$ cat config.mk
export PLATFORM = sky130hd
export DESIGN_NAME = div_dispatch
export DESIGN_NICKNAME = d
export VERILOG_FILES = /design/src/div_pkg.sv /design/src/div_dispatch.sv
export SDC_FILE = /design/constraint.sdc
export NUM_CORES = 1
export LEC_CHECK = 0
export BUFFER_PORTS_ARGS = -buffer_cell sky130_fd_sc_hd__buf_2
export CORE_ASPECT_RATIO = 0.5
export CORE_MARGIN = 2
export CORE_UTILIZATION = 43
export CTS_BUF_LIST = sky130_fd_sc_hd__clkbuf_8
export DETAILED_ROUTE_END_ITERATION = 6
export HOLD_SLACK_MARGIN = 0.02
export PLACE_DENSITY = 0.82
export RECOVER_POWER = 100
export REMOVE_ABC_BUFFERS = 1
export SLEW_MARGIN = 10
export SYNTH_ARGS = -nofsm -noshare
export SYNTH_HDL_FRONTEND = slang
export SYNTH_SLANG_ARGS = --single-unit
$ cat constraint.sdc
create_clock -name clk -period 15.5 [get_ports clk]
set_clock_uncertainty 0.05 [all_clocks]
set_input_delay 3.1 -clock clk [delete_from_list [all_inputs] [get_ports clk]]
set_output_delay 3.1 -clock clk [all_outputs]
set_load 0.02 [all_outputs]
$ cat src/div_pkg.sv
package div_pkg;

    // operand and result width of the execute stage.
    localparam int XLEN = 64;

    // width of the 32-bit W operations.
    localparam int WLEN = 32;

    localparam int TAG_W = 4;

    // number of divider lanes, 1 to 8 are supported.
    localparam int NUM_LANES = 4;

    // lane index needs at least one bit even with a single lane.
    localparam int LANE_IDX_W = (NUM_LANES > 1) ? $clog2(NUM_LANES) : 1;

    // one quotient bit per iteration cycle.
    localparam int ITER_STEPS = 64;
    localparam int ITER_CNT_W = $clog2(ITER_STEPS);

    typedef logic [XLEN-1:0]       xlen_t;
    typedef logic [TAG_W-1:0]      tag_t;
    typedef logic [LANE_IDX_W-1:0] lane_idx_t;
    typedef logic [NUM_LANES-1:0]  lane_mask_t;

    // already decoded M-extension divide operations.
    typedef enum logic [2:0] {
        OP_DIV   = 3'd0,
        OP_DIVU  = 3'd1,
        OP_REM   = 3'd2,
        OP_REMU  = 3'd3,
        OP_DIVW  = 3'd4,
        OP_DIVUW = 3'd5,
        OP_REMW  = 3'd6,
        OP_REMUW = 3'd7
    } div_op_t;

    typedef enum logic [1:0] {
        LANE_IDLE = 2'd0,
        LANE_PREP = 2'd1,
        LANE_ITER = 2'd2,
        LANE_DONE = 2'd3
    } lane_state_t;

endpackage

$ cat src/div_dispatch.sv
`timescale 1ns/10ps

module div_dispatch (
    input  logic                clk,
    input  logic                reset,
    input  logic                req_valid,
    input  div_pkg::div_op_t    req_op,
    input  div_pkg::xlen_t      req_dividend,
    input  div_pkg::xlen_t      req_divisor,
    input  div_pkg::tag_t       req_tag,
    input  div_pkg::lane_mask_t lane_idle,
    output logic                busy,
    output div_pkg::lane_mask_t lane_start,
    output div_pkg::div_op_t    issue_op,
    output div_pkg::xlen_t      issue_dividend,
    output div_pkg::xlen_t      issue_divisor,
    output div_pkg::tag_t       issue_tag
);
    import div_pkg::*;

    logic       pending;
    logic       any_idle;
    logic       accept;
    logic       issue;
    lane_mask_t first_idle;

    // priority select of the lowest-numbered idle lane.
    always_comb begin
        first_idle = '0;
        for (int i = NUM_LANES - 1; i >= 0; i--) begin
            if (lane_idle[i]) begin
                first_idle    = '0;
                first_idle[i] = 1'b1;
            end
        end
    end

    assign any_idle = |lane_idle;

    // a held request blocks the input until a lane takes it.
    assign busy   = pending || !any_idle;
    assign accept = req_valid && !busy;
    assign issue  = pending && any_idle;

    assign lane_start = issue ? first_idle : '0;

    always_ff @(posedge clk) begin
        if (reset) begin
            pending <= 1'b0;
        end else if (accept) begin
            pending <= 1'b1;
        end else if (issue) begin
            pending <= 1'b0;
        end
    end

    // broadcast registers, the started lane copies them on its start edge.
    always_ff @(posedge clk) begin
        if (accept) begin
            issue_op       <= req_op;
            issue_dividend <= req_dividend;
            issue_divisor  <= req_divisor;
            issue_tag      <= req_tag;
        end
    end

endmodule

After elaboration in Yosys (flattened, before gate mapping)
Index checks and enable logic that the tools add are counted.

storage, ports and cells
  memories kept = 0
  RAM bits = 0
  input bits = 142
  latch bits = 0
  word-level logic and storage cells = 19
  bits in registers = 136
  ROM bits = 0
  output and inout bits = 140

operators by class
  shift operators = 0
  equality and inequality tests = 0
  mux-type cells = 7
  divide/modulo/power cells = 0
  bitwise gates (word level) = 0
  reductions and logical operators = 7
  $mul = 0
  add/subtract/negate cells = 0
  $lt $le $gt $ge = 0

operators by type and width
  cell               number
  $mux 4             5
  $reduce_or 4->1    1
  $logic_and 1x1->1  2
  $logic_not 1->1    2
  $mux 1             2
  $reduce_bool 2->1  1
  $logic_or 1x1->1   1

Logic depth before layout (Yosys ltp)
Gate-level depths: netlist of the first run.

  depth after elaboration = 6
  mapped depth = 2
  mapped depth without buffers = 2

Worst setup path after synthesis of the first run
No wires, ideal clock.

  path kind = input -> register
  from = input lane_idle[0]
  to = register issue_dividend[0], enable pin
  setup time = 0.823 ns
  stages on the path = 2
  data arrival time = 12.895 ns
  buffers on the path = 0
  setup slack = 1.732 ns
  data required time = 14.627 ns
  cell sequence = nor4_4 > nor3b_1

on the way
  cells in the longest elaborated chain, start to end = 5

RTL lines
  element                 RTL line            source
  start: declaration      div_dispatch.sv:11  input div_pkg::lane_mask_t lane_idle,
  $reduce_or 4->1         div_dispatch.sv:38  assign any_idle = |lane_idle;
  $logic_not 1->1         div_dispatch.sv:41  assign busy = pending || !any_idle;
  $logic_or 1x1->1        div_dispatch.sv:41
  $logic_not 1->1         div_dispatch.sv:42  assign accept = req_valid && !busy;
  $logic_and 1x1->1       div_dispatch.sv:42
  named net accept        div_dispatch.sv:23  logic accept;
  end signal: assignment  div_dispatch.sv:61  issue_dividend <= req_dividend;
  end: declaration        div_dispatch.sv:15  output div_pkg::xlen_t issue_dividend,

The timed path passes the listed nets, and every way through them passes these cells.
A chain may end at the register's enable or synchronous reset.

Worst setup path after layout of the first run
  from = input lane_idle[0]
  to = register issue_divisor[42], enable pin

on the way
  cells in the longest elaborated chain, start to end = 5

RTL lines
  element                 RTL line            source
  $reduce_or 4->1         div_dispatch.sv:38
  $logic_not 1->1         div_dispatch.sv:41
  $logic_or 1x1->1        div_dispatch.sv:41
  $logic_not 1->1         div_dispatch.sv:42
  $logic_and 1x1->1       div_dispatch.sv:42
  named net accept        div_dispatch.sv:23
  end signal: assignment  div_dispatch.sv:62  issue_divisor <= req_divisor;
  end: declaration        div_dispatch.sv:16  output div_pkg::xlen_t issue_divisor,

The timed path passes the listed nets, and every way through them passes these cells.

==> results of run 1 <==
[metrics by stage]
step                      std cells  area [sq um]  hold slack [ns]  power, mW
after CTS                       599          6170            0.639      0.824
after global routing            599          5970            0.688      0.839
after detailed placement        567          5760            0.627      0.528
after global placement          567          5760            0.579      0.525
final                           599          5970            0.631      0.811
after floorplan                 149          4170            0.535      0.491
[critical path: stages]
cell      delay [ns]
clkbuf_1        0.17
nor4_1          0.14
nor3b_2         0.17
clkbuf_1        2.51
clkbuf_1        2.63
[registers in the layout, summed over array words and instances (netlist names)]
signal	cells
issue_dividend	64
issue_divisor	64
issue_op	3
issue_tag	4
pending	1
[cells by family after synthesis]
kind of cell	Yosys count
multiplexers	1
flip-flops	136
AND/OR/NAND/NOR	12
[path summary, 6_finish.rpt]
path	end	slack, ns	startpoint
setup / recovery	issue_divisor[42]$_DFFE_PP_	6.60	lane_idle[0]
hold / removal	pending$_SDFFE_PP0P_	0.63	pending$_SDFFE_PP0P_
setup reg to reg	issue_divisor[42]$_DFFE_PP_	9.20	pending$_SDFFE_PP0P_
hold reg to reg	pending$_SDFFE_PP0P_	0.63	pending$_SDFFE_PP0P_
[layer usage]
layer / wire (um) / up-vias
met4: 114 / 0
met2: 5820 / 72
met3: 405 / 11
met1: 4220 / 1320
li1: - / 1212
met5: 0 / -
[placed cells by master, fill, tap and decap left out, types with 2 or more instances in the layout]
master	count
clkbuf_8	17
clkbuf_1	150
bufinv_16	3
nor4_1	2
clkinvlp_4	5
inv_6	4
edfxtp_1	135
clkinv_2	2
buf_2	133
nand2_1	3
[area by class of cell]
cell class | instances | area, sq um
Clock buffer | 17 | 234
Clock inverter | 15 | 176
Fill cell | 807 | 3480
Multi-Input combinational cell | 13 | 85.1
Sequential cell | 136 | 4070
Tap cell | 135 | 169
Timing Repair Buffer | 283 | 1230
[power by group through the flow]
stage	Sequential [mW]	Combinational [mW]	Clock, mW
floorplan	0.483	0.00892	0
global placement	0.445	0.0793	0
detailed placement	0.447	0.0814	0
CTS	0.439	0.0814	0.304
global route	0.444	0.0780	0.318
finish	0.441	0.0737	0.296
==> metrics, run 1 <==
per-cell routed wire length 17.6 um; CP Max Fanout 68; met3 GRT Util 5.15%; worst setup margin 6.60 ns; global-route wire length before repair 14.1 mm; Post-CTS Resized 0; initial antenna violation count 0; post-synthesis adder-cell area fraction 0%; Register-to-Register Path Depth 3; DRC violations left 0; met2 usage 33.6%; setup TNS 0 ns; Placement Setup Slack 8.45 ns; final hold violation count 0; sequential cell fraction of total power 54.4%; placement row count 25; Synth Area in XOR/XNOR 0%; register area share after synthesis 97.7%; max-cap violations 2; worst-skew pair later-pin latency 0.40 ns; layout net count 593; core area 9450 sq um; Final period util 57.4%; share of the synthesized area in the top cell type 97.2%; antenna diode count 0; Detailed Route Iter0 Violations 129; Combinational Power Share 9.1%; Tot GR Track Use 19.0%; slew margin rel. -137%; Slew Viols, Final 138; Mapped Avg Cell Area 28.0 sq um; register clock-pin slew on the reported worst setup and hold paths 0.07 ns; Setup crit end kind flop; Yosys cell types 13; Worst EP arrival 8.79 ns; P_leak 2.23 nW; Synth Register Bits 136; Post-synth EDFFs 135; Cell Int Power 0.615 mW; maximum vdd drop 0.0676 mV; Global Route met1 Usage 22.6%; Vias/cell 4.37; Pwr Density 136 nW/um^2; Worst Max-Slew Pin Slew 3.56 ns; die area 10500 sq um; Synth Instances 149; Final Setup Violations 0; post-synthesis mux area share 0.240%; vias in the first global route 2582; power share of the clock group 36.5%; GRT overflow 0; DP HPWL 8.00 mm; Util after Layout 63.2%; layout cells sized above 1 35.8%; drt pass-1 iters 4; Syn-to-layout area delta 43.1%; complex-gate fraction of the synthesized area 0%; Post-synth top flop edfxtp_1; clock period minus worst slack 8.90 ns; critical path class input pin to flop; most frequent cell after synthesis edfxtp_1; Hold WC Path Type flop to flop; Max clock buf depth 2; Final GP Congestion 0.770; outcome finished with violations; Ys Warns 0; Peak Freq 112 MHz; pin count of the biggest net entering global routing 69; Port Buffers 281; switch share 24.1%; initial cell density of the core 44.1%; htree depth 4; via count 2615; synth top area cells edfxtp_1, nor4_4, dfxtp_1; Routed WL 10.6 mm; fraction of synthesis flops using an asynchronous set or reset pin 0%; CTS tree yes; # clock sinks 136; largest family of logic cells by synthesized area simple AND/OR/NAND/NOR gates; I/O pin total 282; Post-Syn Area 4170 sq um; worst hold stages 2; hold buffers post-CTS 0; Post-synth top cells edfxtp_1, nand2_1; Top Usage Layer GRT met2; RSZ-0062 raised after global routing no; clock buffer count from CTS 17; Net Sw Power 0.195 mW; postcts setup bufs 0; Die W 143 um; simple-gate share of the synthesized area 2.04%; Worst Path Required 15.39 ns; Final ANT Viol Nets 0; startpoint type of the worst setup path input pin; Die Span Y 73.6 um; area leader, netlist edfxtp_1; CTS root buffer clkbuf_8; failing checks capacitance limit, slew limit
Note: power is estimated with default switching activity, not from simulation.
==> run 2: changes to the inputs <==
CORE_UTILIZATION = 38   (was 43)
PLACE_DENSITY = 0.77   (was 0.82)
clock period = 7.3 ns   (was 15.5 ns; I/O delays follow)
==> run 2 against run 1 <==
  * The flow still finishes with violations (capacitance limit, slew limit)
  * Die area up 13%
  * Setup slack worse by 3.9 ns
  * Worst hold slack worse by 0.011 ns
  * Global-route usage down 0.38 points
  * Largest cell class unchanged
  * Register-to-register slack worse by 5.6 ns
  * First-iteration DRC count up 31%
  * Via count up 2.0%
  * Clock power up 140%
==> metrics, run 2 (synthesis gave the netlist of run 1 again) <==
Final ANT Viol Nets 0; Detailed Route Iter0 Violations 169; overall power 1.81 mW; startpoint type of the worst setup path input pin; WHS 0.620 ns; Worst Path Required 7.20 ns; DP HPWL 8.60 mm; fin cells 604; biggest regs issue_dividend: 64 flops, issue_divisor: 64 flops, issue_tag: 4 flops; hold buffers post-CTS 0; P_leak 2.26 nW; maximum vdd drop 0.131 mV; commonest non-fill, non-tap cell in the layout clkbuf_1; Hold WC Path Type flop to flop; DRC violations left 0; Design Area, Final 6030 sq um; worst-skew pair later-pin latency 0.42 ns; antenna diode count 0; Die Span Y 78.1 um; worst r2r src pending$_SDFFE_PP0P_; pin count of the biggest net entering global routing 69; Port Buffers 281; initial antenna violation count 0; Die W 152 um; layout cells sized above 1 35.3%; Final Setup Violations 0; Combinational Power Share 8.7%; power share of the clock group 39.7%; slew margin rel. -136%; Slew Viols, Final 137; layout net count 593; core area 10400 sq um; Syn-to-layout area delta 44.6%; outcome finished with violations; RSZ-0062 raised after global routing no; I/O pin total 282; GRT overflow 0; Tot GR Track Use 18.6%; htree depth 4; critical path class input pin to flop; Worst EP arrival 4.54 ns; Crit. Startpoint lane_idle[0]; clock buffer count from CTS 17; most frequent cells in the layout clkbuf_1, edfxtp_1, buf_2; initial cell density of the core 39.9%; placement row count 26; Worst Max-Slew Pin Slew 3.54 ns; Vias/cell 4.42; drt pass-1 iters 4; Util after Layout 57.7%; max-cap violations 2; CP Max Fanout 68; CTS tree yes; Final period util 63.6%; clock period minus worst slack 4.64 ns; CTS root buffer clkbuf_8; die area 11900 sq um; worst setup margin 2.66 ns; # clock sinks 136; Post-CTS Resized 0; register clock-pin slew on the reported worst setup and hold paths 0.07 ns; vias in the first global route 2771; Routed WL 11.3 mm; final hold violation count 0; worst hold start pending$_SDFFE_PP0P_; setup TNS 0 ns; Placement Setup Slack 3.53 ns; Fillers 906; Reg area 4070 sq um; footprint of the multi-input gates 85.1 sq um; Cell Int Power 1.40 mW; via count 2668; placed cell count 572; Setup crit end kind flop; Peak Freq 215 MHz; postcts setup bufs 0; DP Area 5770 sq um; failing checks capacitance limit, slew limit; Net Sw Power 0.410 mW; Max clock buf depth 2; switch share 22.6%; sequential cell fraction of total power 51.7%; per-cell routed wire length 18.6 um; global-route wire length before repair 15.9 mm; Final GP Congestion 0.803; Pwr Density 301 nW/um^2
[run 2: critical path, cell delays in order]
cell,delay [ns]
clkbuf_1,0.18
nor4_1,0.15
nor3b_2,0.20
clkbuf_1,2.50
[run 2: layout make-up]
class	count	area share, %
clock buffer	17	3.88
clock inverter	15	3.86
multi-input combinational	13	1.41
sequential	136	67.6
tap	140	2.91
timing repair buffer	283	20.4
[run 2: metal layers]
metal | routed length [um] | vias up | track usage [%] | part of all wire (%)
met4 | 127 | 0 | 7.66 | 1.1
li1 | - | 1207 | - | -
met5 | 0 | - | 0 | 0
met3 | 481 | 12 | 5.36 | 4.3
met1 | 4170 | 1365 | 20.3 | 37
met2 | 6480 | 84 | 34.5 | 58
[run 2: path summary, 6_finish.rpt]
path | endpoint | slack, ns | depth (start not counted)
setup / recovery | issue_divisor[24]$_DFFE_PP_ | 2.66 | 4
hold / removal | pending$_SDFFE_PP0P_ | 0.62 | 2
setup reg to reg | issue_divisor[24]$_DFFE_PP_ | 3.63 | 2
hold reg to reg | pending$_SDFFE_PP0P_ | 0.62 | 2
[run 2: power groups by stage]
| stage | logic, mW | clock network, mW | registers (mW) |
|---|---|---|---|
| 2_1_floorplan | 0.0189 | 0 | 1.02 |
| 3_3_place_gp | 0.170 | 0 | 0.946 |
| 3_5_place_dp | 0.174 | 0 | 0.948 |
| 4_1_cts | 0.174 | 0.736 | 0.932 |
| 5_1_grt | 0.167 | 0.761 | 0.943 |
| 6_report | 0.157 | 0.719 | 0.937 |
