$ cat config.mk
export PLATFORM = sky130hd
export DESIGN_NAME = div_lane
export DESIGN_NICKNAME = d
export VERILOG_FILES = /design/src/div_pkg.sv /design/src/div_lane.sv
export SDC_FILE = /design/constraint.sdc
export NUM_CORES = 1
export LEC_CHECK = 0
export BUFFER_PORTS_ARGS = -buffer_cell sky130_fd_sc_hd__buf_4
export CAP_MARGIN = 20
export CELL_PAD_IN_SITES_DETAIL_PLACEMENT = 1
export CELL_PAD_IN_SITES_GLOBAL_PLACEMENT = 2
export CORE_MARGIN = 1
export CORE_UTILIZATION = 36
export DETAILED_ROUTE_END_ITERATION = 10
export PLACE_DENSITY = 0.87
export RECOVER_POWER = 50
export SLEW_MARGIN = 10
export SYNTH_ARGS = -nofsm -noshare
export SYNTH_HDL_FRONTEND = slang
export SYNTH_SLANG_ARGS = --single-unit
$ cat constraint.sdc
create_clock -name clk -period 6 [get_ports clk]
set_input_delay 0.9 -clock clk [delete_from_list [all_inputs] [get_ports clk]]
set_output_delay 0.9 -clock clk [all_outputs]
set_load 0.03 [all_outputs]
$ cat src/div_pkg.sv
package div_pkg;

    // operand and result width of the execute stage.
    localparam int XLEN = 64;

    // width of the 32-bit W operations.
    localparam int WLEN = 32;

    localparam int TAG_W = 4;

    // number of divider lanes, 1 to 8 are supported.
    localparam int NUM_LANES = 4;

    // lane index needs at least one bit even with a single lane.
    localparam int LANE_IDX_W = (NUM_LANES > 1) ? $clog2(NUM_LANES) : 1;

    // one quotient bit per iteration cycle.
    localparam int ITER_STEPS = 64;
    localparam int ITER_CNT_W = $clog2(ITER_STEPS);

    typedef logic [XLEN-1:0]       xlen_t;
    typedef logic [TAG_W-1:0]      tag_t;
    typedef logic [LANE_IDX_W-1:0] lane_idx_t;
    typedef logic [NUM_LANES-1:0]  lane_mask_t;

    // already decoded M-extension divide operations.
    typedef enum logic [2:0] {
        OP_DIV   = 3'd0,
        OP_DIVU  = 3'd1,
        OP_REM   = 3'd2,
        OP_REMU  = 3'd3,
        OP_DIVW  = 3'd4,
        OP_DIVUW = 3'd5,
        OP_REMW  = 3'd6,
        OP_REMUW = 3'd7
    } div_op_t;

    typedef enum logic [1:0] {
        LANE_IDLE = 2'd0,
        LANE_PREP = 2'd1,
        LANE_ITER = 2'd2,
        LANE_DONE = 2'd3
    } lane_state_t;

endpackage

$ cat src/div_lane.sv
`timescale 1ns/10ps

module div_lane (
    input  logic             clk,
    input  logic             reset,
    input  logic             start,
    input  div_pkg::div_op_t op,
    input  div_pkg::xlen_t   dividend,
    input  div_pkg::xlen_t   divisor,
    input  div_pkg::tag_t    tag,
    input  logic             ack,
    output logic             idle,
    output logic             done,
    output div_pkg::xlen_t   result,
    output div_pkg::tag_t    result_tag
);
    import div_pkg::*;

    lane_state_t state;
    logic [ITER_CNT_W-1:0] iter_cnt;

    // request copied on start.
    div_op_t op_q;
    tag_t    tag_q;
    xlen_t   dvd_raw;
    xlen_t   dvs_raw;

    // operand preparation.
    logic  is_w;
    logic  is_signed;
    logic  is_rem;
    xlen_t dvd_ext;
    xlen_t dvs_ext;
    xlen_t dvd_mag;
    xlen_t dvs_mag;
    xlen_t min_val;
    logic  dvd_neg;
    logic  dvs_neg;

    // iteration state, remainder in the upper half and quotient in the lower.
    logic [2*XLEN-1:0] rq;
    logic [XLEN:0]     dvs_r;
    logic              q_neg;
    logic              r_neg;
    logic              div_zero;
    logic              overflow;
    xlen_t             dvd_keep;

    logic [2*XLEN:0]   shifted;
    logic [XLEN:0]     partial;
    xlen_t             diff;
    logic [2*XLEN-1:0] step_rq;

    xlen_t quo_fix;
    xlen_t rem_fix;
    xlen_t sel;
    xlen_t res_final;

    assign is_w      = op_q inside {OP_DIVW, OP_DIVUW, OP_REMW, OP_REMUW};
    assign is_signed = op_q inside {OP_DIV, OP_REM, OP_DIVW, OP_REMW};
    assign is_rem    = op_q inside {OP_REM, OP_REMU, OP_REMW, OP_REMUW};

    always_comb begin
        if (is_w && is_signed) begin
            dvd_ext = {{(XLEN-WLEN){dvd_raw[WLEN-1]}}, dvd_raw[WLEN-1:0]};
            dvs_ext = {{(XLEN-WLEN){dvs_raw[WLEN-1]}}, dvs_raw[WLEN-1:0]};
            min_val = {{(XLEN-WLEN+1){1'b1}}, {(WLEN-1){1'b0}}};
        end else if (is_w) begin
            dvd_ext = {{(XLEN-WLEN){1'b0}}, dvd_raw[WLEN-1:0]};
            dvs_ext = {{(XLEN-WLEN){1'b0}}, dvs_raw[WLEN-1:0]};
            min_val = {{(XLEN-WLEN+1){1'b1}}, {(WLEN-1){1'b0}}};
        end else begin
            dvd_ext = dvd_raw;
            dvs_ext = dvs_raw;
            min_val = {1'b1, {(XLEN-1){1'b0}}};
        end
        dvd_neg = is_signed && dvd_ext[XLEN-1];
        dvs_neg = is_signed && dvs_ext[XLEN-1];
        dvd_mag = dvd_neg ? -dvd_ext : dvd_ext;
        dvs_mag = dvs_neg ? -dvs_ext : dvs_ext;
    end

    // one restoring shift-subtract step.
    always_comb begin
        shifted = {rq, 1'b0};
        partial = shifted[2*XLEN:XLEN];
        diff    = partial[XLEN-1:0] - dvs_r[XLEN-1:0];
        if (partial >= dvs_r) begin
            step_rq = {diff, shifted[XLEN-1:1], 1'b1};
        end else begin
            step_rq = shifted[2*XLEN-1:0];
        end
    end

    // sign fix-up and RISC-V corner results on the final step.
    always_comb begin
        quo_fix = q_neg ? -step_rq[XLEN-1:0] : step_rq[XLEN-1:0];
        rem_fix = r_neg ? -step_rq[2*XLEN-1:XLEN] : step_rq[2*XLEN-1:XLEN];
        if (div_zero) begin
            quo_fix = '1;
            rem_fix = dvd_keep;
        end else if (overflow) begin
            quo_fix = dvd_keep;
            rem_fix = '0;
        end
        sel = is_rem ? rem_fix : quo_fix;
        if (is_w) begin
            res_final = {{(XLEN-WLEN){sel[WLEN-1]}}, sel[WLEN-1:0]};
        end else begin
            res_final = sel;
        end
    end

    always_ff @(posedge clk) begin
        if (reset) begin
            state    <= LANE_IDLE;
            iter_cnt <= '0;
        end else begin
            case (state)
                LANE_IDLE: begin
                    if (start) begin
                        state <= LANE_PREP;
                    end
                end
                LANE_PREP: begin
                    state    <= LANE_ITER;
                    iter_cnt <= '0;
                end
                LANE_ITER: begin
                    iter_cnt <= iter_cnt + 1'b1;
                    if (iter_cnt == ITER_CNT_W'(ITER_STEPS - 1)) begin
                        state <= LANE_DONE;
                    end
                end
                LANE_DONE: begin
                    if (ack) begin
                        state <= LANE_IDLE;
                    end
                end
                default: state <= LANE_IDLE;
            endcase
        end
    end

    always_ff @(posedge clk) begin
        if (state == LANE_IDLE && start) begin
            op_q    <= op;
            tag_q   <= tag;
            dvd_raw <= dividend;
            dvs_raw <= divisor;
        end
        if (state == LANE_PREP) begin
            rq       <= {{XLEN{1'b0}}, dvd_mag};
            dvs_r    <= {1'b0, dvs_mag};
            q_neg    <= dvd_neg ^ dvs_neg;
            r_neg    <= dvd_neg;
            div_zero <= (dvs_ext == '0);
            overflow <= is_signed && (dvd_ext == min_val) && (dvs_ext == '1);
            dvd_keep <= dvd_ext;
        end
        if (state == LANE_ITER) begin
            rq <= step_rq;
            if (iter_cnt == ITER_CNT_W'(ITER_STEPS - 1)) begin
                result <= res_final;
            end
        end
    end

    assign idle       = (state == LANE_IDLE);
    assign done       = (state == LANE_DONE);
    assign result_tag = tag_q;

endmodule

=== Yosys cells after proc, flatten, opt, wreduce, memory -nomap -nowiden ===
Cells that the tools add are included.

* Equality and inequality tests: 15
* Add/sub/neg operators: 6
* Muxes and demuxes: 24
* Bitwise gates (word level): 1
* Reductions and logical operators: 15
* $lt $le $gt $ge: 1

{| class="wikitable"
|+ Operators with widths
! operator !! number
|-
| 64-bit two-way mux || 14
|-
| 128-bit two-way mux || 3
|-
| 64-bit negation || 4
|-
| 63-bit two-way mux || 2
|-
| 65-bit by 64-bit >= comparator with 1-bit output || 1
|-
| 64-bit == test || 1
|-
| 64-bit == test, second input constant || 1
|-
| 64-bit logical NOT || 1
|-
| 64-bit subtractor || 1
|-
| 3-bit == test, second input constant || 4
|-
| 6-bit one-hot mux with 2 select lines || 1
|-
| 4-bit nonzero test || 3
|-
| 2-bit one-hot mux with 4 select lines || 1
|-
| 6-bit by 1-bit adder with 6-bit output, second input constant || 1
|-
| 3-bit by 2-bit == test with 1-bit output, second input constant || 2
|-
| 6-bit == test, second input constant || 1
|-
| 1-bit logical AND || 6
|-
| 2-bit two-way mux || 3
|-
| 2-bit inequality test, second input constant || 3
|-
| 2-bit == test, second input constant || 2
|-
| 3-bit logical NOT || 1
|-
| 3-bit AND reduction || 1
|-
| 2-bit by 1-bit == test with 1-bit output, second input constant || 1
|-
| 2-bit logical NOT || 1
|-
| other kinds (3) || 3
|}

* Bits of input ports: 139
* Flip-flop bits (word level): 467

=== Logic depth before layout (Yosys ltp) ===
Gate-level depths: netlist (run 1).

* Word-level depth: 8
* Gate-level depth with buffers: 30
* Depth with buffers taken out: 23

=== Worst setup path after synthesis (run 1) ===
Ideal clock, no wire load.

* Path type: register to register
* From: register rq[91]
* To: register result[54] (data pin)
* Arrival time: 5950 ps
* Cell stages (with the launch flop): 27
* Library setup time: 265 ps
* Path buffers: 6
* Data required time: 5735 ps
* Path slack: -215 ps
* Cells stage by stage: edfxtp_1 > ha_1 > buf_6 > a21oi_1 > o21ai_0 > a32oi_1 > a21oi_1 > o31ai_4 > nand2_2 > inv_2 > buf_4 > buf_6 > buf_2 > buf_2 > buf_1 > mux2i_1 > ha_1 > nand2_1 > nor3_1 > nand4_1 > or3_1 > o41ai_1 > nand4_1 > or3_1 > o31a_1 > and3_1 > or3_1

* Word-level cells in the longest chain between the ends: 8

{| class="wikitable"
|+ RTL lines
! item !! RTL line !! source
|-
| start: declaration || div_lane.sv:41 || <nowiki>logic [2*XLEN-1:0] rq;</nowiki>
|-
| start signal: assignment || div_lane.sv:153 || <nowiki>rq <= {{XLEN{1'b0}}, dvd_mag};</nowiki>
|-
| start signal: assignment || div_lane.sv:162 || <nowiki>rq <= step_rq;</nowiki>
|-
| 64-bit subtractor or 65-bit by 64-bit >= comparator with 1-bit output (tied branches) || div_lane.sv:87, div_lane.sv:88 ||
|-
| 128-bit two-way mux * || div_lane.sv:88 || <nowiki>if (partial >= dvs_r) begin</nowiki>
|-
| 64-bit negation, on equally long branches || div_lane.sv:98, div_lane.sv:97 ||
|-
| 64-bit two-way mux, on equally long branches || div_lane.sv:98, div_lane.sv:97 ||
|-
| 64-bit two-way mux || div_lane.sv:102 || <nowiki>end else if (overflow) begin</nowiki>
|-
| 64-bit two-way mux || div_lane.sv:99 || <nowiki>if (div_zero) begin</nowiki>
|-
| 64-bit two-way mux * || div_lane.sv:106 || <nowiki>sel = is_rem ? rem_fix : quo_fix;</nowiki>
|-
| 64-bit two-way mux * || div_lane.sv:107 || <nowiki>if (is_w) begin</nowiki>
|-
| net res_final[54] || div_lane.sv:57 || <nowiki>xlen_t res_final;</nowiki>
|-
| end signal: assignment || div_lane.sv:164 || <nowiki>result <= res_final;</nowiki>
|-
| end: declaration || div_lane.sv:14 || <nowiki>output div_pkg::xlen_t result,</nowiki>
|}

Mark *: on every way through the listed nets, which the timed path passes. The rest lies on a longest branch.
A chain may end at the register's enable or synchronous reset.

=== Worst setup path after layout (run 1) ===
* From: register rq[63]
* To: register result[33] (data pin)

The elaborated chain is that of the path after synthesis.

==> results of run 1 <==
-- registers in the layout, indices dropped and copies added, names as in the netlist --
name,cells
div_zero,1
dvd_keep,64
dvd_raw,64
dvs_r,64
dvs_raw,64
iter_cnt,6
op_q,3
overflow,1
q_neg,1
r_neg,1
result,64
result_tag,4
rq,128
state,2
-- Yosys cell counts, types with 54 or more instances --
library cell and count:
clkbuf_1 116, nor2_1 296, xor2_1 140, ha_1 74, o21ai_0 247, xnor2_1 124
edfxtp_1 459, nor3_1 74, o31ai_1 75, inv_1 121, nand4_1 54, nand2_1 331
a21oi_1 251
-- through the flow --
step	hold WS [ps]	cell area, um2
after global placement	470.0	33950
after floorplan	424.4	30690
after CTS	390.3	35920
final	436.4	35800
after global routing	423.4	35790
after detailed placement	492.4	33950
-- cell families after synthesis --
family,share of synthesized area [%]
and+or+nand+nor,16.82
DFF,45.44
AOI/OAI and AO/OA,21.08
buffers and inverters,4.045
muxes,1.994
adders and majority gates,3.083
xor gates and xnor gates,7.536
-- worst paths after layout --
kind	from	to	slack [ps]	cells after the start
hold / removal	reset	state[1]	440	2
setup / recovery	rq[63]	result[33]	240	16
hold reg to reg	iter_cnt[5]	iter_cnt[5]	510	2
setup reg to reg	rq[63]	result[33]	240	16
-- final cells by class --
| cell class | instances | area, um2 | area share [%] |
|---|---|---|---|
| clock inverters | 40 | 490.5 | 1.370 |
| repair buffers | 339 | 2342 | 6.543 |
| multi-input cells | 2448 | 15680 | 43.79 |
| inverters | 123 | 461.7 | 1.290 |
| diodes | 1 | 2.502 | 0.006991 |
| clock buffers | 66 | 1460 | 4.079 |
| flip-flops and latches | 467 | 13940 | 38.95 |
| well taps | 1134 | 1419 | 3.964 |
-- critical path: stages, from the launching register on --
cell,delay [ps]
edfxtp_1,480
inv_1,100
ha_1,160
inv_1,50
fa_1,440
a21o_4,260
a22o_4,250
o21ai_1,450
a2111oi_4,200
nor3_1,500
xnor2_1,260
o31ai_1,470
o2111ai_2,280
o21ai_0,340
xor2_1,220
a221oi_1,100
o31ai_1,860
-- power breakdown --
part           switching [mW]  internal [mW]
registers               0.955           5.19
clock network            1.50           2.17
logic                    9.01           4.64
total                    11.5           12.0
-- metal layers --
layer,up-vias,GRT usage (%),part of all wire [%]
met1,13588,32.96,42
met3,191,2.598,4.7
met5,-,0,0
met2,759,44.01,49
met4,0,9.350,3.9
li1,12546,-,-
-- what timing repair did --
item,in CTS,in global routing
pin swaps,1,4
endpoints found under the setup margin,4,15
cloned,0,0
resized for setup,2,32
setup buffers,0,3
==> reports/metrics.cfg, run 1 <==
[run]
maxCapViolCount=3

[routing]
wl_per_cell_um=24.48
drc=0
vias=27084
wl_mm=113.0
dr.pass1.iters=5
first_iter_violations=2119
vias_per_cell=5.865
ant_nets=0

[worst_setup_path]
crit_path_max_fanout=5
worst_ep_arrival_time_ps=6070
end_kind=flop
required_ps=6310
startpoint_type=flop
crit_type=flop to flop

[logic_synthesis]
netlist_instances=3216
synth_warnings=0
post_synth_instance_area_um2=30680
synth_nets=3430
ys_seq_area_share_pct=45.44
synth_top_area_share_pct=44.92
synth_edf_count=459
ys_types=110
yosys.area.top_type=edfxtp_1
synthTopCellsByArea=edfxtp_1, a21oi_1, nand2_1
synth-seq-cells=467
syn_area_per_cell_um2=9.540
synth_ff_type=edfxtp_1
async_flop_share_pct=0

[timing]
min_period_ps=5763
skew_ps=54.82
max_slew_margin_pct=-138.9
post-route-period-util_pct=96.05
worst_slack_ps=236.8
clock.fmax_ghz=0.1735
hold_viol_final=0
slew_viol_final=245
finalSetupViolCount=0
tightest_slew_ps=3583
tns_ps=0

[run_status]
violations=capacitance limit, slew limit
status=finished, violations left

[placed_design]
placement.io_buffers=208
place_ws_ps=23.46
gp_congestion=0.9628
dp.cells=4508
dpl.hpwl_mm=85.66

[cts]
cts_inserted_buffers=56
holdBufCountCts=0
cts_tree=yes
root_buffer=clkbuf_16
clk_latency_ps=650
htreeDepth=2
clk_path_buf_depth=3
clkTransAtPathRegs_ps=60
clock-sinks=467

[floorplan]
rows=106
core_area_um2=83950
die_height_um=293.9
io_pins=209
start_util_pct=36.55
die_w_um=293.9
die_area_um2=86400

[layout]
fin_util_pct=42.64
final_nets=3649
drive_gt1_share_pct=13.47
layout_commonest_cell=edfxtp_1
fin_cells=4618
area_growth_pct=16.67
fill_cells=9509
layout_common_cells=edfxtp_1, nand2_1, nor2_1

[global_routing]
grt_pass1_wl_mm=169.1
grt_max_degree=136
grtUsageTotal_pct=25.52
grt_pass1_vias=27018
antenna_found_initial=5
overflow=0

[pwr]
p_per_area_nw_per_um2=655.7
power.total_mw=23.47
peakVddDrop_v=0.0003644
leakagePower_nw=12.79

[min_path]
hp-class=primary input to flop

Power figures use the tool's default switching activity.
==> run 2, diff against run 1 <==
--- a/config.mk
+++ b/config.mk
@@ -12,7 +12,7 @@
 export CORE_MARGIN = 1
 export CORE_UTILIZATION = 36
 export DETAILED_ROUTE_END_ITERATION = 10
-export PLACE_DENSITY = 0.87
+export PLACE_DENSITY_LB_ADDON = 0.1
 export RECOVER_POWER = 50
 export SLEW_MARGIN = 10
 export SYNTH_ARGS = -nofsm -noshare
==> reports/metrics.cfg, run 2 (same netlist as run 1, synthesis figures left out) <==
[run_status]
status=finished, violations left  ; unchanged
violations=capacitance limit, slew limit  ; unchanged

[layout]
drive_gt1_share_pct=15.14  ; was 13.47%
fin_util_pct=43.29  ; was 42.64%
final_nets=3725  ; was 3,649
layout_common_cells=edfxtp_1, nand2_1, nor2_1  ; unchanged
area_growth_pct=18.45  ; was 16.67%
antenna_cells=0  ; was 1
layout_commonest_cell=edfxtp_1  ; unchanged
top_register=rq  ; unchanged
fill_cells=9474  ; was 9,509
largest_reg_flops=128  ; unchanged

[cts]
holdBufCountCts=0  ; unchanged
clkTransAtPathRegs_ps=60  ; about the same
clk_latency_ps=670  ; was 650 ps
clock-sinks=467  ; unchanged
clk_path_buf_depth=3  ; unchanged
cts_tree=yes  ; unchanged
root_buffer=clkbuf_16  ; unchanged
htreeDepth=2  ; unchanged
cts_inserted_buffers=57  ; was 56

[timing]
clock.fmax_ghz=0.1753  ; was 0.1735 GHz
post-route-period-util_pct=95.10  ; was 96.05%
slew_viol_final=376  ; was 245
finalSetupViolCount=0  ; unchanged
hold_viol_final=0  ; unchanged
skew_ps=33.57  ; was 54.82 ps
min_period_ps=5706  ; was 5763 ps
rsz0062_at_grt=false
tightest_slew_ps=4182  ; was 3583 ps
max_slew_margin_pct=-178.8  ; was -138.9%

[min_path]
hold_path_end=dvs_raw[33]  ; was state[1]
hold_start=divisor[33]  ; was reset
hp-class=primary input to flop  ; unchanged
hold_path_depth=1  ; was 2

[routing]
wl_per_cell_um=25.81  ; was 24.48 um
dr.pass1.iters=7  ; was 5
first_iter_violations=1845  ; was 2,119
ant_nets=0  ; unchanged
wl_mm=121.1  ; was 113.0 mm
drc=0  ; unchanged
vias=27376  ; was 27,084
vias_per_cell=5.833  ; was 5.865

[global_routing]
grt_pass1_wl_mm=179.5  ; was 169.1 mm
grt_max_degree=133  ; was 136
grt_pass1_vias=27850  ; was 27,018
overflow=0  ; unchanged
grtUsageTotal_pct=27.54  ; was 25.52%
antenna_found_initial=2  ; was 5

[floorplan]
die_area_um2=86400  ; unchanged
rows=106  ; unchanged
start_util_pct=36.55  ; unchanged
die_w_um=293.9  ; unchanged
die_height_um=293.9  ; unchanged
io_pins=209  ; unchanged
core_area_um2=83950  ; unchanged

[worst_setup_path]
end_kind=flop  ; unchanged
crit_type=flop to flop  ; unchanged
r2r_slack_ps=290  ; was 240 ps
reg2reg_from=rq[63]  ; unchanged
worst_ep_arrival_time_ps=6090  ; was 6070 ps
rr_endpoint=result[34]  ; was result[33]
required_ps=6380  ; was 6310 ps
startpoint_type=flop  ; unchanged
r2r_cells=18  ; was 16
crit_path_max_fanout=5  ; unchanged

[pwr]
p_per_area_nw_per_um2=664.7  ; was 655.7 nW/um2
power.total_mw=24.16  ; was 23.47 mW
p_switching_mw=11.78  ; was 11.46 mW
internal_power_mw=12.38  ; was 12.01 mW
power_frac_comb_pct=59.1  ; was 58.2%
leakagePower_nw=13.14  ; was 12.79 nW
peakVddDrop_v=0.0003595  ; was 0.0003644 V
p_sw_share_pct=48.77  ; was 48.84%
p_clk_share_pct=15.4  ; was 15.6%
power_frac_seq_pct=25.6  ; was 26.2%

[placed_design]
dpl.hpwl_mm=92.87  ; was 85.66 mm
placement.io_buffers=208  ; unchanged
gp_congestion=0.9357  ; was 0.9628

[run]
maxCapViolCount=5  ; was 3

run 2: cell types whose count changed in the layout (fill, tap and decap cells not counted), sizes merged:
cell      previous run  this run
buf                144       207
clkinv              28        24
clkbuf             261       274
bufinv              10         9
diode                1         0
inv                123       126
clkinvlp             2         4
run 2: per-layer routing:
metal  GRT usage, %  part of all wire, %  routed length [um]
met2          47.52                   49               59510
met5              0                    0                   0
met3          2.734                  4.4                5275
met1          35.80                   43               52200
met4          9.502                  3.4                4126
run 2: power by group through the flow:
stage / combinational (mW) / sequential, mW / clock, mW
3_3_place_gp: 14.0 / 6.09 / 0
2_1_floorplan: 8.77 / 5.87 / 0
6_report: 14.3 / 6.18 / 3.71
4_1_cts: 14.3 / 6.07 / 3.80
5_1_grt: 15.4 / 6.29 / 3.90
3_5_place_dp: 14.2 / 6.12 / 0
run 2: critical path, stage by stage, from the launching register on:
cell and delay, ps:
edfxtp_1 440, inv_1 90, ha_1 180, inv_1 60, fa_1 440, a21o_4 260, a22oi_1 330, a21boi_0 270
o21ai_0 530, a211oi_1 350, a211o_1 410, o41ai_2 460, and4_1 360, buf_4 170, nand2b_1 90, nand3_1 90
nor3b_1 360, a211oi_1 90, o21ai_0 470
run 2: how the worst max path moves through the flow:
| stage | startpoint | to | slack, ps | cells past startpoint |
|---|---|---|---|---|
| floorplan | rq[99] | result[54] | 1 | 26 |
| global placement | rq[98] | result[54] | 40 | 22 |
| detailed placement | rq[71] | result[54] | -40 | 24 |
| CTS | rq[122] | result[54] | 90 | 25 |
| global route | rq[87] | result[54] | 3 | 25 |
| finish | rq[63] | result[34] | 290 | 18 |
run 2: area by class of cell:
| type | instances | area [um2] | area share, % |
|---|---|---|---|
| Timing Repair Buffer | 414 | 2845 | 7.829 |
| Clock buffer | 67 | 1484 | 4.083 |
| Clock inverter | 40 | 485.5 | 1.336 |
| Tap cell | 1134 | 1419 | 3.904 |
| Multi-Input combinational cell | 2448 | 15710 | 43.21 |
| Inverter | 123 | 461.7 | 1.270 |
| Sequential cell | 467 | 13940 | 38.37 |
run 2: stage by stage:
stage	instance area (um2)	std cells	worst slack [ps]	setup TNS [ps]	hold WS (ps)
floorplan	30690	3216	1.388	0	424.4
global route	36340	4693	2.522	0	397.8
finish	36340	4693	293.9	0	432.1
detailed placement	34510	4583	-38.31	-38.31	504.5
CTS	36490	4690	93.59	0	363.2
global placement	34510	4583	42.07	0	469.8
run 2: timing repair:
action	4_1_cts	5_1_grt
buffers inserted	0	3
pin swaps	0	5
resized for setup	2	35
setup endpoints to repair	1	15
endpoints found under the hold margin	0	0
